**src/verilog/ro_pkg.sv**
```systemverilog
`default_nettype none

package ro_pkg;

   localparam logic [4:0] LINE_WORDS = 5'd16;   // 32-bit words in a 64-byte line
   localparam int         LINE_BITS  = 512;

   typedef logic [31:0] addr_t;
   typedef logic [3:0]  word_idx_t;
   typedef logic [15:0] word_mask_t;   // one bit per word of a line

   // words still owed to a request, up to 256 elements of 64 bits
   typedef logic [9:0] word_cnt_t;

   // encoded as the AXI size code
   typedef enum logic [2:0] {
      ELEM_W32 = 3'd2,
      ELEM_W64 = 3'd3
   } elem_size_e;

   typedef struct packed {
      logic [7:0] tag;
      addr_t      addr;
      elem_size_e size;
      logic [7:0] n_elems;   // count minus one, like arlen
   } ro_req_t;

   typedef struct packed {
      logic [7:0] thread;   // only the low thread-id bits are used
      word_mask_t valid_words;
      elem_size_e size;
   } ro_mshr_t;

   typedef struct packed {
      logic [63:0] data;   // upper half zero for 32-bit elements
      logic [7:0]  tag;
      logic        last;
   } ro_out_t;

endpackage

`default_nettype wire

```
**src/verilog/id_free_list.sv**
```systemverilog
`default_nettype none

module id_free_list #(
   parameter int LOG_DEPTH = 3
) (
   input  logic                 clk,
   input  logic                 rstn,
   input  logic                 add,
   input  logic [LOG_DEPTH-1:0] add_id,
   input  logic                 take,
   output logic [LOG_DEPTH-1:0] next_id,
   output logic                 empty,
   output logic                 full
);

   localparam int DEPTH = 2 ** LOG_DEPTH;

   logic [LOG_DEPTH-1:0] ids [DEPTH];
   logic [LOG_DEPTH-1:0] rd_ptr;
   logic [LOG_DEPTH-1:0] wr_ptr;
   logic [LOG_DEPTH:0]   count;

   always_ff @(posedge clk) begin
      if (!rstn) begin
         for (int i = 0; i < DEPTH; i++) begin
            ids[i] <= LOG_DEPTH'(i);   // every id starts out free
         end
         rd_ptr <= '0;
         wr_ptr <= '0;
         count  <= {1'b1, {LOG_DEPTH{1'b0}}};
      end else begin
         if (add) begin
            ids[wr_ptr] <= add_id;
            wr_ptr      <= wr_ptr + 1'b1;
         end
         if (take) begin
            rd_ptr <= rd_ptr + 1'b1;
         end
         if (add && !take) begin
            count <= count + 1'b1;
         end else if (take && !add) begin
            count <= count - 1'b1;
         end
      end
   end

   assign next_id = ids[rd_ptr];
   assign empty   = (count == '0);
   assign full    = count[LOG_DEPTH];

   // an id can only come back after it was handed out
   no_add_when_full: assert property (@(posedge clk) disable iff (!rstn) !(add && full));

endmodule

`default_nettype wire

```
**src/verilog/ro_context_store.sv**
```systemverilog
`default_nettype none

module ro_context_store #(
   parameter int LOG_N_IDS     = 3,
   parameter int LOG_N_THREADS = 2
) (
   input  logic                     clk,
   input  logic                     rstn,
   input  logic                     mshr_wr,
   input  logic [LOG_N_IDS-1:0]     wr_id,
   input  ro_pkg::ro_mshr_t         mshr_entry,
   input  logic [LOG_N_IDS-1:0]     rd_id,
   output ro_pkg::ro_mshr_t         rd_entry,
   input  logic                     alloc,
   input  logic [LOG_N_THREADS-1:0] alloc_thread,
   input  logic [7:0]               alloc_tag,
   input  ro_pkg::word_cnt_t        alloc_words,
   input  logic                     consume,
   input  logic [LOG_N_THREADS-1:0] consume_thread,
   input  logic [1:0]               consume_words,
   output logic [7:0]               thread_tag,
   output ro_pkg::word_cnt_t        thread_remaining
);

   import ro_pkg::*;

   localparam int N_IDS     = 2 ** LOG_N_IDS;
   localparam int N_THREADS = 2 ** LOG_N_THREADS;

   ro_mshr_t   mshr_tab  [N_IDS];      // one entry per outstanding read
   logic [7:0] tag_tab   [N_THREADS];
   word_cnt_t  remaining [N_THREADS];

   always_ff @(posedge clk) begin
      if (mshr_wr) begin
         mshr_tab[wr_id] <= mshr_entry;
      end
   end

   always_ff @(posedge clk) begin
      if (alloc) begin
         tag_tab[alloc_thread] <= alloc_tag;
      end
   end

   always_ff @(posedge clk) begin
      if (!rstn) begin
         for (int i = 0; i < N_THREADS; i++) begin
            remaining[i] <= '0;
         end
      end else begin
         for (int i = 0; i < N_THREADS; i++) begin
            if (alloc && (alloc_thread == i)) begin
               remaining[i] <= alloc_words;
            end else if (consume && (consume_thread == i)) begin
               remaining[i] <= remaining[i] - word_cnt_t'(consume_words);
            end
         end
      end
   end

   assign rd_entry         = mshr_tab[rd_id];
   assign thread_tag       = tag_tab[consume_thread];   // thread of the beat being unpacked
   assign thread_remaining = remaining[consume_thread];

   // the unpacker never emits more words than the request asked for
   no_underflow: assert property (@(posedge clk) disable iff (!rstn)
      consume |-> thread_remaining >= word_cnt_t'(consume_words));

endmodule

`default_nettype wire

```
**src/verilog/ro_read_top.sv**
```systemverilog
`default_nettype none

module ro_read_top #(
   parameter int LOG_N_IDS     = 3,
   parameter int LOG_N_THREADS = 2
) (
   input  logic                         clk,
   input  logic                         rstn,
   input  logic                         req_valid,
   output logic                         req_ready,
   input  ro_pkg::ro_req_t              req,
   output logic                         arvalid,
   input  logic                         arready,
   output ro_pkg::addr_t                araddr,
   output logic [LOG_N_IDS-1:0]         arid,
   input  logic                         rvalid,
   output logic                         rready,
   input  logic [LOG_N_IDS-1:0]         rid,
   input  logic [ro_pkg::LINE_BITS-1:0] rdata,
   output logic                         out_valid,
   input  logic                         out_ready,
   output ro_pkg::ro_out_t              out,
   output logic                         idle
);

   import ro_pkg::*;

   logic                     alloc;
   logic [LOG_N_THREADS-1:0] alloc_thread;
   logic [7:0]               alloc_tag;
   word_cnt_t                alloc_words;
   logic                     mshr_wr;
   ro_mshr_t                 mshr_entry;
   logic [LOG_N_IDS-1:0]     rd_id;
   ro_mshr_t                 rd_entry;
   logic [7:0]               thread_tag;
   word_cnt_t                thread_remaining;
   logic                     consume;
   logic [LOG_N_THREADS-1:0] consume_thread;
   logic [1:0]               consume_words;
   logic                     release_thread;

   ro_request_split #(
      .LOG_N_IDS     (LOG_N_IDS),
      .LOG_N_THREADS (LOG_N_THREADS)
   ) i_split (
      .clk,
      .rstn,
      .req_valid,
      .req_ready,
      .req,
      .arvalid,
      .arready,
      .araddr,
      .arid,
      .rvalid,
      .rready,
      .rid,
      .alloc,
      .alloc_thread,
      .alloc_tag,
      .alloc_words,
      .mshr_wr,
      .mshr_entry,
      .thread_release (release_thread),
      .release_id     (consume_thread),   // the releasing element belongs to this thread
      .idle
   );

   ro_context_store #(
      .LOG_N_IDS     (LOG_N_IDS),
      .LOG_N_THREADS (LOG_N_THREADS)
   ) i_ctx (
      .clk,
      .rstn,
      .mshr_wr,
      .wr_id (arid),
      .mshr_entry,
      .rd_id,
      .rd_entry,
      .alloc,
      .alloc_thread,
      .alloc_tag,
      .alloc_words,
      .consume,
      .consume_thread,
      .consume_words,
      .thread_tag,
      .thread_remaining
   );

   ro_resp_unpack #(
      .LOG_N_IDS     (LOG_N_IDS),
      .LOG_N_THREADS (LOG_N_THREADS)
   ) i_unpack (
      .clk,
      .rstn,
      .rvalid,
      .rready,
      .rid,
      .rdata,
      .rd_id,
      .rd_entry,
      .thread_tag,
      .thread_remaining,
      .consume,
      .consume_thread,
      .consume_words,
      .release_thread,
      .out_valid,
      .out_ready,
      .out
   );

endmodule

`default_nettype wire

```
**src/verilog/ro_request_split.sv**
```systemverilog
`default_nettype none

module ro_request_split #(
   parameter int LOG_N_IDS     = 3,
   parameter int LOG_N_THREADS = 2
) (
   input  logic                     clk,
   input  logic                     rstn,
   input  logic                     req_valid,
   output logic                     req_ready,
   input  ro_pkg::ro_req_t          req,
   output logic                     arvalid,
   input  logic                     arready,
   output ro_pkg::addr_t            araddr,
   output logic [LOG_N_IDS-1:0]     arid,
   input  logic                     rvalid,
   input  logic                     rready,
   input  logic [LOG_N_IDS-1:0]     rid,
   output logic                     alloc,
   output logic [LOG_N_THREADS-1:0] alloc_thread,
   output logic [7:0]               alloc_tag,
   output ro_pkg::word_cnt_t        alloc_words,
   output logic                     mshr_wr,
   output ro_pkg::ro_mshr_t         mshr_entry,
   input  logic                     thread_release,
   input  logic [LOG_N_THREADS-1:0] release_id,
   output logic                     idle
);

   import ro_pkg::*;

   typedef enum logic {
      SPLIT_IDLE,
      SPLIT_BURST
   } split_state_e;

   split_state_e             state;
   addr_t                    cur_addr;
   word_cnt_t                cur_words;
   elem_size_e               cur_size;
   logic [LOG_N_THREADS-1:0] cur_thread;

   logic [LOG_N_THREADS-1:0] free_thread;
   logic                     thread_empty;
   logic                     rid_empty;
   logic                     req_hs;
   logic                     ar_hs;
   word_idx_t                word_off;
   logic [4:0]               room;
   logic [4:0]               burst_words;
   logic                     last_burst;
   word_mask_t               burst_mask;

   id_free_list #(
      .LOG_DEPTH(LOG_N_IDS)
   ) i_rid_list (
      .clk     (clk),
      .rstn    (rstn),
      .add     (rvalid && rready),   // id comes back once its line is in
      .add_id  (rid),
      .take    (ar_hs),
      .next_id (arid),
      .empty   (rid_empty),
      .full    ()
   );

   id_free_list #(
      .LOG_DEPTH(LOG_N_THREADS)
   ) i_thread_list (
      .clk     (clk),
      .rstn    (rstn),
      .add     (thread_release),
      .add_id  (release_id),
      .take    (req_hs),
      .next_id (free_thread),
      .empty   (thread_empty),
      .full    (idle)
   );

   // burst geometry of the current position
   always_comb begin
      word_off    = cur_addr[5:2];
      room        = LINE_WORDS - {1'b0, word_off};
      last_burst  = (cur_words <= word_cnt_t'(room));
      burst_words = last_burst ? cur_words[4:0] : room;
      for (int i = 0; i < LINE_WORDS; i++) begin
         burst_mask[i] = (i >= word_off) && (i < word_off + burst_words);
      end
   end

   always_comb begin
      alloc_words = word_cnt_t'(req.n_elems) + word_cnt_t'(1);
      if (req.size == ELEM_W64) begin
         alloc_words = alloc_words << 1;   // two words per element
      end
   end

   assign arvalid   = (state == SPLIT_BURST) && !rid_empty;
   assign araddr    = {cur_addr[31:6], 6'b0};
   assign ar_hs     = arvalid && arready;
   assign req_ready = !thread_empty && ((state == SPLIT_IDLE) || (ar_hs && last_burst));
   assign req_hs    = req_valid && req_ready;

   assign alloc        = req_hs;
   assign alloc_thread = free_thread;
   assign alloc_tag    = req.tag;

   assign mshr_wr = ar_hs;
   always_comb begin
      mshr_entry                           = '0;
      mshr_entry.thread[LOG_N_THREADS-1:0] = cur_thread;
      mshr_entry.valid_words               = burst_mask;
      mshr_entry.size                      = cur_size;
   end

   always_ff @(posedge clk) begin
      if (!rstn) begin
         state <= SPLIT_IDLE;
      end else if (req_hs) begin
         state <= SPLIT_BURST;
      end else if (ar_hs && last_burst) begin
         state <= SPLIT_IDLE;
      end
   end

   always_ff @(posedge clk) begin
      if (req_hs) begin
         cur_addr   <= req.addr;
         cur_words  <= alloc_words;
         cur_size   <= req.size;
         cur_thread <= free_thread;
      end else if (ar_hs) begin
         cur_addr  <= cur_addr + addr_t'({burst_words, 2'b00});   // lands on next line
         cur_words <= cur_words - word_cnt_t'(burst_words);
      end
   end

   ar_hold: assert property (@(posedge clk) disable iff (!rstn)
      arvalid && !arready |=> arvalid && $stable(araddr) && $stable(arid));

endmodule

`default_nettype wire

```
**src/verilog/ro_resp_unpack.sv**
```systemverilog
`default_nettype none

module ro_resp_unpack #(
   parameter int LOG_N_IDS     = 3,
   parameter int LOG_N_THREADS = 2
) (
   input  logic                         clk,
   input  logic                         rstn,
   input  logic                         rvalid,
   output logic                         rready,
   input  logic [LOG_N_IDS-1:0]         rid,
   input  logic [ro_pkg::LINE_BITS-1:0] rdata,
   output logic [LOG_N_IDS-1:0]         rd_id,
   input  ro_pkg::ro_mshr_t             rd_entry,
   input  logic [7:0]                   thread_tag,
   input  ro_pkg::word_cnt_t            thread_remaining,
   output logic                         consume,
   output logic [LOG_N_THREADS-1:0]     consume_thread,
   output logic [1:0]                   consume_words,
   output logic                         release_thread,
   output logic                         out_valid,
   input  logic                         out_ready,
   output ro_pkg::ro_out_t              out
);

   import ro_pkg::*;

   logic                     held;
   logic [LINE_BITS-1:0]     beat_data;
   word_mask_t               beat_mask;
   elem_size_e               beat_size;
   logic [LOG_N_THREADS-1:0] beat_thread;

   word_idx_t  lo_idx;
   word_idx_t  hi_idx;
   logic [1:0] n_take;
   word_mask_t take_mask;
   word_mask_t next_mask;
   logic       r_hs;
   logic       out_hs;
   logic       beat_done;

   // lowest valid word left in the held line
   always_comb begin
      lo_idx = '0;
      for (int i = LINE_WORDS - 1; i >= 0; i--) begin
         if (beat_mask[i]) begin
            lo_idx = word_idx_t'(i);
         end
      end
   end

   assign hi_idx = {lo_idx[3:1], 1'b1};   // 64-bit elements are aligned

   always_comb begin
      n_take            = (beat_size == ELEM_W64) ? 2'd2 : 2'd1;
      take_mask         = '0;
      take_mask[lo_idx] = 1'b1;
      if (beat_size == ELEM_W64) begin
         take_mask[hi_idx] = 1'b1;
      end
      next_mask = beat_mask & ~take_mask;
   end

   always_comb begin
      out.data = {32'b0, beat_data[32*lo_idx +: 32]};
      if (beat_size == ELEM_W64) begin
         out.data[63:32] = beat_data[32*hi_idx +: 32];   // higher address in upper half
      end
      out.tag  = thread_tag;
      out.last = (thread_remaining == word_cnt_t'(n_take));
   end

   assign out_valid = held;
   assign out_hs    = out_valid && out_ready;
   assign beat_done = out_hs && (next_mask == '0);
   assign rready    = !held || beat_done;
   assign r_hs      = rvalid && rready;
   assign rd_id     = rid;

   assign consume        = out_hs;
   assign consume_thread = beat_thread;
   assign consume_words  = n_take;
   assign release_thread = out_hs && out.last;

   always_ff @(posedge clk) begin
      if (!rstn) begin
         held <= 1'b0;
      end else if (r_hs) begin
         held <= 1'b1;
      end else if (beat_done) begin
         held <= 1'b0;
      end
   end

   always_ff @(posedge clk) begin
      if (r_hs) begin
         beat_data   <= rdata;
         beat_mask   <= rd_entry.valid_words;
         beat_size   <= rd_entry.size;
         beat_thread <= rd_entry.thread[LOG_N_THREADS-1:0];
      end else if (out_hs) begin
         beat_mask <= next_mask;
      end
   end

   // tag and last come from the context store and must not move either
   out_hold: assert property (@(posedge clk) disable iff (!rstn)
      out_valid && !out_ready |=> out_valid && $stable(out));

endmodule

`default_nettype wire
```
**config.mk**
```make
export PLATFORM = sky130hd
export DESIGN_NAME = ro_read_top
export DESIGN_NICKNAME = d
export VERILOG_FILES = /design/src/verilog/ro_pkg.sv /design/src/verilog/id_free_list.sv /design/src/verilog/ro_context_store.sv /design/src/verilog/ro_read_top.sv /design/src/verilog/ro_request_split.sv /design/src/verilog/ro_resp_unpack.sv
export SDC_FILE = /design/constraint.sdc
export NUM_CORES = 1
export LEC_CHECK = 0
export ABC_AREA = 1
export BUFFER_PORTS_ARGS = -buffer_cell sky130_fd_sc_hd__buf_2
export CAP_MARGIN = 15
export CORE_MARGIN = 10
export CORE_UTILIZATION = 45
export DETAILED_ROUTE_END_ITERATION = 12
export PLACE_DENSITY = 0.64
export SYNTH_ARGS = -nofsm -noshare
export SYNTH_HDL_FRONTEND = slang
export SYNTH_HIERARCHICAL = 1
export SYNTH_SLANG_ARGS = --single-unit
```
**constraint.sdc**
```tcl
create_clock -name clk -period 26.6 [get_ports clk]
set_input_delay 5.32 -clock clk [delete_from_list [all_inputs] [get_ports clk]]
set_output_delay 5.32 -clock clk [all_outputs]
set_load 0.02 [all_outputs]
```
Word level (Yosys, flattened, before mapping). Memories as Yosys holds them, arrays and structs flattened. A register that Yosys moved wholly into a read port is not among the register bits. Index checks and enable logic that the tools add are counted.

Register bits: 599. Memory bits (writable): 272. Bits of input ports: 572. Output and inout bits: 113. Memories: 5.

Memory list: i_ctx.mshr_tab (words 8, width 21, read ports 1, clocked after memory_dff 0, write ports 1, line ro_context_store.sv:30) `ro_mshr_t mshr_tab [N_IDS];`; i_ctx.remaining (words 4, width 10, read ports 5, clocked after memory_dff 1, write ports 4, line ro_context_store.sv:32) `word_cnt_t remaining [N_THREADS];`; i_ctx.tag_tab (words 4, width 8, read ports 1, clocked after memory_dff 1, write ports 1, line ro_context_store.sv:31) `logic [7:0] tag_tab [N_THREADS];`; i_split.i_rid_list.ids (words 8, width 3, read ports 1, clocked after memory_dff 1, write ports 8, line id_free_list.sv:18) `logic [LOG_DEPTH-1:0] ids [DEPTH];`; i_split.i_thread_list.ids (words 4, width 2, read ports 1, clocked after memory_dff 1, write ports 4, line id_free_list.sv:18).

Add/sub/neg operators: 17. Magnitude comparators: 36. Equality and inequality tests: 9. Shifts and indexed selects: 2. Muxes and demuxes: 98. Bitwise operators: 12. Reduce and logical (&&, ||, !) cells: 60.

Operators with widths (count): 512-bit by 10-bit indexed part select with 32-bit output (2); 4-bit by 32-bit < comparator with 1-bit output, first input constant (8); 3-bit by 32-bit < comparator with 1-bit output, first input constant (4); 10-bit two-way mux (11); 32-bit two-way mux (3); 4-bit two-way mux (18); 1-bit by 32-bit < comparator with 1-bit output, first input constant (2); 2-bit by 32-bit < comparator with 1-bit output, first input constant (2); 16-bit two-way mux (3); 1-bit two-way mux (47); 10-bit by 2-bit subtractor with 10-bit output (4); 1-bit logical AND (38); 32-bit by 7-bit adder with 32-bit output (1); 4-bit >= comparator, first input constant (7); 3-bit two-way mux (6); 16-bit AND (1); 3-bit by 4-bit >= comparator with 1-bit output, first input constant (4); 16-bit logical NOT (1); 16-bit inverter (1); 16-bit bitwise OR (1); 2-bit two-way mux (7); 2-bit nonzero test (6); 10-bit by 2-bit == test with 1-bit output (1); 10-bit by 5-bit <= comparator with 1-bit output (1); other kinds (28) (55).

Depth between registers and ports, before layout. Gate-level depths: netlist (run 1).

Word-level depth: 33. Gate-level depth with buffers: 35. Mapped depth without buffers: 34.

Hierarchy. The synthesis (run 1) kept the hierarchy.

Modules (own cells, without submodules): ro_resp_unpack (times used 1, cells each 1890, area each 22576.7 um2, seq. area each 16025.4 um2); ro_context_store (times used 1, cells each 1145, area each 12620.9 um2, seq. area each 8648.3 um2); ro_request_split (times used 1, cells each 634, area each 4574.4 um2, seq. area each 1371.3 um2); id_free_list (i_split.i_rid_list) (times used 1, cells each 229, area each 1835.5 um2, seq. area each 980.9 um2); id_free_list (i_split.i_thread_list) (times used 1, cells each 84, area each 750.7 um2, seq. area each 420.4 um2).

Least setup slack after synthesis (run 1). OpenSTA, ideal clock, no wires.

Kind: in2reg. Start: input out_ready. End: register i_unpack.beat_data[0] (enable). Library setup time: 865 ps. Arrival: 16204 ps. Data required time: 25735 ps. Slack: 9531 ps. Stages on the path: 9. Buffers on the path: 1. Cells stage by stage: nand2_1 > inv_1 > nand2_1 > nor2_1 > nand2_1 > o21ai_4 > nand2_2 > buf_2 > inv_1.

Word-level cells in the longest chain between the ends: 4.

RTL lines: from (decl) (line ro_read_top.sv:21) `input logic out_ready,`; 1-bit logical AND (line ro_resp_unpack.sv:75) `assign out_hs = out_valid && out_ready;`; via consume (line ro_read_top.sv:38) `logic consume;`; 1-bit logical AND (line ro_resp_unpack.sv:76) `assign beat_done = out_hs && (next_mask == '0);`; 1-bit logical OR (line ro_resp_unpack.sv:77) `assign rready = !held || beat_done;`; 1-bit logical AND (line ro_resp_unpack.sv:78) `assign r_hs = rvalid && rready;`; via i_unpack.r_hs (line ro_resp_unpack.sv:39) `logic r_hs;`; to (signal assigned) (line ro_resp_unpack.sv:98) `beat_data <= rdata;`; to (decl) (line ro_resp_unpack.sv:29) `logic [LINE_BITS-1:0] beat_data;`.

The timed path passes the listed nets, and every way through them passes these cells. A chain may end at the register's enable or synchronous reset.

Worst setup path in the final report (run 1).
Start: input out_ready. End: output rready.

Word-level cells in the longest chain between the ends: 3.

RTL lines: 1-bit logical AND (line ro_resp_unpack.sv:75); via consume (line ro_read_top.sv:38); 1-bit logical AND (line ro_resp_unpack.sv:76); 1-bit logical OR (line ro_resp_unpack.sv:77); to (decl) (line ro_read_top.sv:17) `output logic rready,`.

The timed path passes the listed nets, and every way through them passes these cells.

==> flow_summary_export.csv, run 1 <==
group,metric,value,unit
placement,gp_congestion,0.935,
detailed_routing,wl,146000,um
timing,fin_ws,14.55,ns
global_routing,grt_usage,0.274,
timing,rsz0062_at_grt,"no",
placement,hpwl,101000,um
setup_path,path_delay_family,"buffers and inverters",
setup_path,cp_slowest_cell,"o21ai_4",
setup_path,path_cells,"buf_2 -> nand2_1 -> inv_1 -> nand2_1 -> nor2_1 -> nand2_1 -> o21ai_4 -> buf_2",
detailed_routing,firstDrtPassIters,5,
finish,fin_nets,5029,
finish,finalNonFillerCells,5734,
global_routing,met1_usage,0.345,
timing,maxSlewViolCount,0,
global_routing,grt_busiest_layer,"met2",
finish,drive_above_1_share,0.216,
timing,slew-limit-headroom,0.250,
setup_path,worstPathMaxFanout,19,
setup_path,max_stage_delay,0.41,ns
setup_path,cp.buffers_inverters,3,
setup_path,cp-startpoint,"out_ready",
die,start_util,0.456,
clock_network,clock_latency,0.65,ns
clock_network,postCtsHoldBufs,0,
clock_network,cts_buffers,95,
synth,avgSynthCellArea,10.5,um2
global_routing,use_met2,0.437,
global_routing,grtUsageMet3,0.0756,
clock_network,cts.sinks,874,
synth,ys_warn_count,6,
die,fp-row-count,109,
setup_path,arrival,6.73,ns
detailed_routing,viasPerCell,5.66,
clock_network,cts_resized,0,
clock_network,cts_max_level,3,
die,die_x,320,um
clock_network,cts.clk_slew.worst_paths,0.06,ns
timing,worstMarginPinSlew,1.12,ns
synth,netlist_area,40500,um2
timing,finClkSkew,0.0181,ns
global_routing,grt_max_degree,184,
timing,max_freq,83.0,MHz
timing,setup_tns,0,ns
global_routing,antenna_found_initial,88,
setup_path,timing.rr.start,"i_unpack/beat_mask[15]$_DFFE_PP_",
clock_network,clockBufferDepth,3,
clock_network,cts-root-buf,"clkbuf_16",
detailed_routing,drc,0,
synth,synth_cells,3838,
pwr,ir_worst_vdd,0.0548,mV
die,io-pin-count,685,
clock_network,cts_tree,"done",
detailed_routing,drt_iter0_drc,3856,
setup_path,cp-start-kind,"input pin",
finish,area_growth,18.0,%
finish,utilization,0.538,
pwr,power_density,81.8,nW/um2
die,die-area,102000,um2
detailed_routing,antenna_left,0,
die,coreArea,88800,um2
global_routing,grt_pass1_vias,30600,
hold_path,min_path_type,"reg2reg",
setup_path,cpMostUsedCell,"nand2_1",
placement,io_buffers,676,
detailed_routing,num_vias,32400,
run,cap_violations,0,
placement,dp.cells,5484,
die,die_y,320,um
setup_path,required,21.28,ns
timing,min_period,12.05,ns
global_routing,grt_remaining_overflow,0,
timing,setup-violations-final,0,
outcome,status,"completed",
finish,fillers,7849,
clock_network,cts_setup_buffers,0,
global_routing,grt_pass1_wl,208000,um
detailed_routing,wire_per_inst,25.5,um
hold_path,hold_start,"i_split/i_thread_list/rd_ptr[1]$_SDFFE_PN0P_",
placement,post-place-ws,14.51,ns
timing,layout_worst_path_cycle_share,0.453,
pwr,leakage,18.7,nW
timing,hold_viol_final,0,
setup_path,worstSetupPathType,"in2out",
setup_path,crit_path_end_kind,"output port",
-- routing by layer --
metal  wire (um)  up-vias
met2       67600     1777
met3       16000      370
met5         209        -
li1            -    14700
met4        6680       34
met1       55800    15600
-- stage by stage --
step	hold WS (ns)	power [W]	cell area, um2
after detailed placement	0.437	0.00265	44600
after floorplan	0.418	0.00238	40500
after CTS	0.445	0.00392	47600
after global routing	0.473	0.00408	47700
after global placement	0.434	0.00264	44600
final	0.443	0.00391	47800
-- sequential cells by signal, indices dropped and copies added (netlist names), 3 cells and up, named ones only --
register	count
i_split/i_rid_list/rd_ptr	3
i_split/cur_words	10
i_split/i_thread_list/ids	8
i_split/cur_addr	30
i_split/i_rid_list/count	4
i_ctx/mshr_tab	168
i_ctx/remaining	40
i_unpack/beat_data	512
i_split/i_rid_list/ids	24
i_split/i_thread_list/count	3
i_split/cur_size	3
i_split/i_rid_list/wr_ptr	3
i_unpack/beat_size	3
i_ctx/tag_tab	32
i_unpack/beat_mask	16
-- report_power, final --
part	total (W)	switching, W	leakage [nW]	internal, W
clock network	0.00127	0.000538	1.46	0.000731
logic	0.000859	0.000615	9.06	0.000245
registers	0.00178	0.0000600	8.23	0.00172
-- cell usage in the layout, fill, tap and decap left out, types with 9 or more instances in the layout --
cell type  instances
edfxtp_1         850
buf_2            676
nand2_1          624
nor2_1           562
o21ai_0          388
inv_1            284
o22ai_1          136
nand3_1          119
clkbuf_16         97
diode_2           76
o21ai_1           67
nand4_1           65
nor3_1            59
o211ai_1          49
a21oi_1           38
ha_1              33
buf_4             33
xor2_1            31
clkinv_1          29
inv_2             27
a22oi_1           24
dfxtp_1           24
or2_2             23
clkinv_2          22
nor2_4            22
o2111ai_1         20
nor4_1            18
clkbuf_1          17
o221ai_1          16
a211oi_1          15
nand2_2           10
a21oi_2           10
xnor2_1            9
-- path summary, 6_finish.rpt --
check                                                 endpoint  slack (ns)  cells past startpoint
setup reg to reg             i_unpack/beat_data[371]$_DFFE_PP_       19.09                     22
hold reg to reg   i_split/i_thread_list/rd_ptr[1]$_SDFFE_PN0P_        0.44                      1
setup / recovery                                        rready       14.55                      8
hold / removal    i_split/i_thread_list/rd_ptr[1]$_SDFFE_PN0P_        0.44                      1
-- final cells by class --
class	count	area (um2)	area share
diodes	76	190	0.00398
clock buffers	117	2530	0.0530
clock inverters	57	444	0.00930
inverters	321	1220	0.0256
multi-input cells	2412	12200	0.256
flip-flops and latches	874	26000	0.544
well taps	1165	1460	0.0305
repair buffers	712	3690	0.0773
Power figures use the tool's default switching activity.
==> inputs of run 2 (changes only) <==
Settings changed: ABC_AREA 1 to 0.
Clock period 26.6 ns to 11.75 ns, I/O delays scaled along.
==> run 2 against run 1 <==
  * Highest routed layer unchanged
  * Power increased by 130%
  * Critical path type is now reg2out
  * Combinational power up 130%
  * Non-clock buffer count rose by 5
  * Clock skew is 0.012 ns higher
  * Utilization barely moved
  * First-iteration DRC count down 12%
  * Flip-flop and latch count unchanged
  * Setup slack worse by 10 ns
  * Wire length decreased by 7.8%
==> flow_summary_export.csv, run 2 <==
group,metric,value,unit
outcome,status,"completed",
finish,utilization,0.538,
setup_path,cp_slowest_cell,"o22ai_1",
detailed_routing,num_vias,27300,
global_routing,grt_pass1_vias,26200,
timing,setup-violations-final,0,
clock_network,cts_buffers,93,
finish,layout_commonest_cell,"edfxtp_1",
detailed_routing,wl,135000,um
hold_path,min_path_type,"reg2reg",
die,die_x,315,um
clock_network,cts.clk_slew.worst_paths,0.06,ns
setup_path,critical_path_depth,9,
placement,hpwl,95600,um
detailed_routing,wire_per_inst,29.2,um
synth,netlist_area,39200,um2
finish,largestRegisters,"i_unpack/beat_data x512, i_ctx/mshr_tab x168, i_ctx/remaining x40",
timing,min_period,7.49,ns
clock_network,clock_latency,0.67,ns
finish,top_register,"i_unpack/beat_data",
detailed_routing,firstDrtPassIters,6,
timing,max_freq,134,MHz
finish,fillers,7239,
timing,worstMarginPinSlew,1.28,ns
finish,finalNonFillerCells,4612,
timing,setup_tns,0,ns
global_routing,grt_remaining_overflow,0,
timing,hold_viol_final,0,
clock_network,cts.sinks,874,
detailed_routing,drt_iter0_drc,3385,
finish,seq_area,26000,um2
pwr,leakage,16.9,nW
synth,synth_cells,2699,
clock_network,cts_setup_buffers,0,
setup_path,worstPathMaxFanout,28,
setup_path,cpMostUsedCell,"buf_4",
setup_path,crit_path_end_kind,"output port",
detailed_routing,antenna_left,0,
die,fp-row-count,108,
clock_network,cts_max_level,3,
pwr,ir_worst_vdd,0.184,mV
finish,area_growth,18.8,%
setup_path,r2r_cells,10,
global_routing,antenna_found_initial,87,
detailed_routing,drc,0,
run,cap_violations,0,
clock_network,cts-root-buf,"clkbuf_16",
setup_path,max_stage_delay,0.63,ns
clock_network,clockBufferDepth,3,
setup_path,worstSetupPathType,"reg2out",
die,coreArea,86600,um2
pwr,power_density,191,nW/um2
timing,slew-limit-headroom,0.143,
clock_network,cts_tree,"done",
hold_path,holdPathStages,2,
timing,finClkSkew,0.0303,ns
setup_path,required,9.40,ns
placement,io_buffers,676,
setup_path,path_delay_family,"compound AO/OA/AOI/OAI gates",
global_routing,grt_usage,0.258,
setup_path,cp.buffers_inverters,3,
die,die-area,99300,um2
setup_path,cp-start-kind,"register",
global_routing,grt_max_degree,185,
timing,maxSlewViolCount,0,
synth,avgSynthCellArea,14.5,um2
placement,dp.cells,4377,
finish,final_cell_mix,"850 x edfxtp_1, 676 x buf_2, 283 x nand2_1",
die,io-pin-count,685,
finish,fin_nets,3930,
timing,rsz0062_at_grt,"no",
synth,ys_warn_count,6,
timing,layout_worst_path_cycle_share,0.637,
finish,multiInputGateArea,12100,um2
placement,gp_congestion,0.917,
die,start_util,0.453,
finish,largest_reg_flops,512,
global_routing,grt_pass1_wl,186000,um
clock_network,postCtsHoldBufs,0,
clock_network,cts_resized,0,
finish,drive_above_1_share,0.306,
die,die_y,315,um
detailed_routing,viasPerCell,5.91,
setup_path,path_cells,"or2_1 -> a211oi_1 -> o32a_2 -> buf_4 -> nand2_2 -> buf_4 -> o22ai_1 -> or4_1 -> buf_2",
setup_path,arrival,5.14,ns
## run 2: where the power goes
| group | internal [W] | leakage [nW] | switching [W] |
|---|---|---|---|
| registers | 0.00392 | 8.21 | 0.000169 |
| logic | 0.000706 | 7.32 | 0.00125 |
| clock network | 0.00164 | 1.42 | 0.00123 |
| total | 0.00627 | 16.9 | 0.00265 |
## run 2: final timing paths
check	from	endpoint	slack, ns
worst min register to register	i_split/i_thread_list/count[2]$_SDFFE_PN1P_	i_split/i_thread_list/count[2]$_SDFFE_PN1P_	0.52
worst max-delay path	i_unpack/beat_mask[7]$_DFFE_PP_	out[35]	4.26
worst max register to register	i_unpack/beat_mask[7]$_DFFE_PP_	i_unpack/beat_data[339]$_DFFE_PP_	5.42
worst min-delay path	i_split/i_thread_list/count[2]$_SDFFE_PN1P_	i_split/i_thread_list/count[2]$_SDFFE_PN1P_	0.52
## run 2: layout make-up
cell class,count,share of cell area
inverter,54,0.00435
sequential,874,0.558
multi-input combinational,1577,0.260
tap,1155,0.0310
clock buffer,113,0.0520
clock inverter,49,0.0106
timing repair buffer,717,0.0798
antenna,73,0.00392
## run 2: stage by stage
stage	cell area [um2]	power (W)	hold WS [ns]	worst slack [ns]
floorplan	39200	0.00546	0.478	4.76
global placement	43500	0.00605	0.501	5.09
detailed placement	43500	0.00609	0.516	5.05
CTS	46400	0.00895	0.527	4.33
global route	46500	0.00929	0.544	4.17
finish	46600	0.00892	0.523	4.26
## run 2: metal layers
metal  GRT usage  up-vias  routed length, um
li1            -    11800                  -
met1       0.327    13500              50900
met2       0.403     1588              62700
met3      0.0867      316              15800
met4       0.103       56               4950
met5           0        -                368
## run 2: worst register-to-register path, stage by stage (launching register included)
cell and delay (ns):
edfxtp_1 0.49, or2_1 0.27, a211oi_1 0.49, o32a_2 0.62, buf_4 0.46, nand2_2 0.72
nor2_1 0.43, o32a_1 0.24, a31o_4 0.57, buf_12 0.65, buf_4 0.97
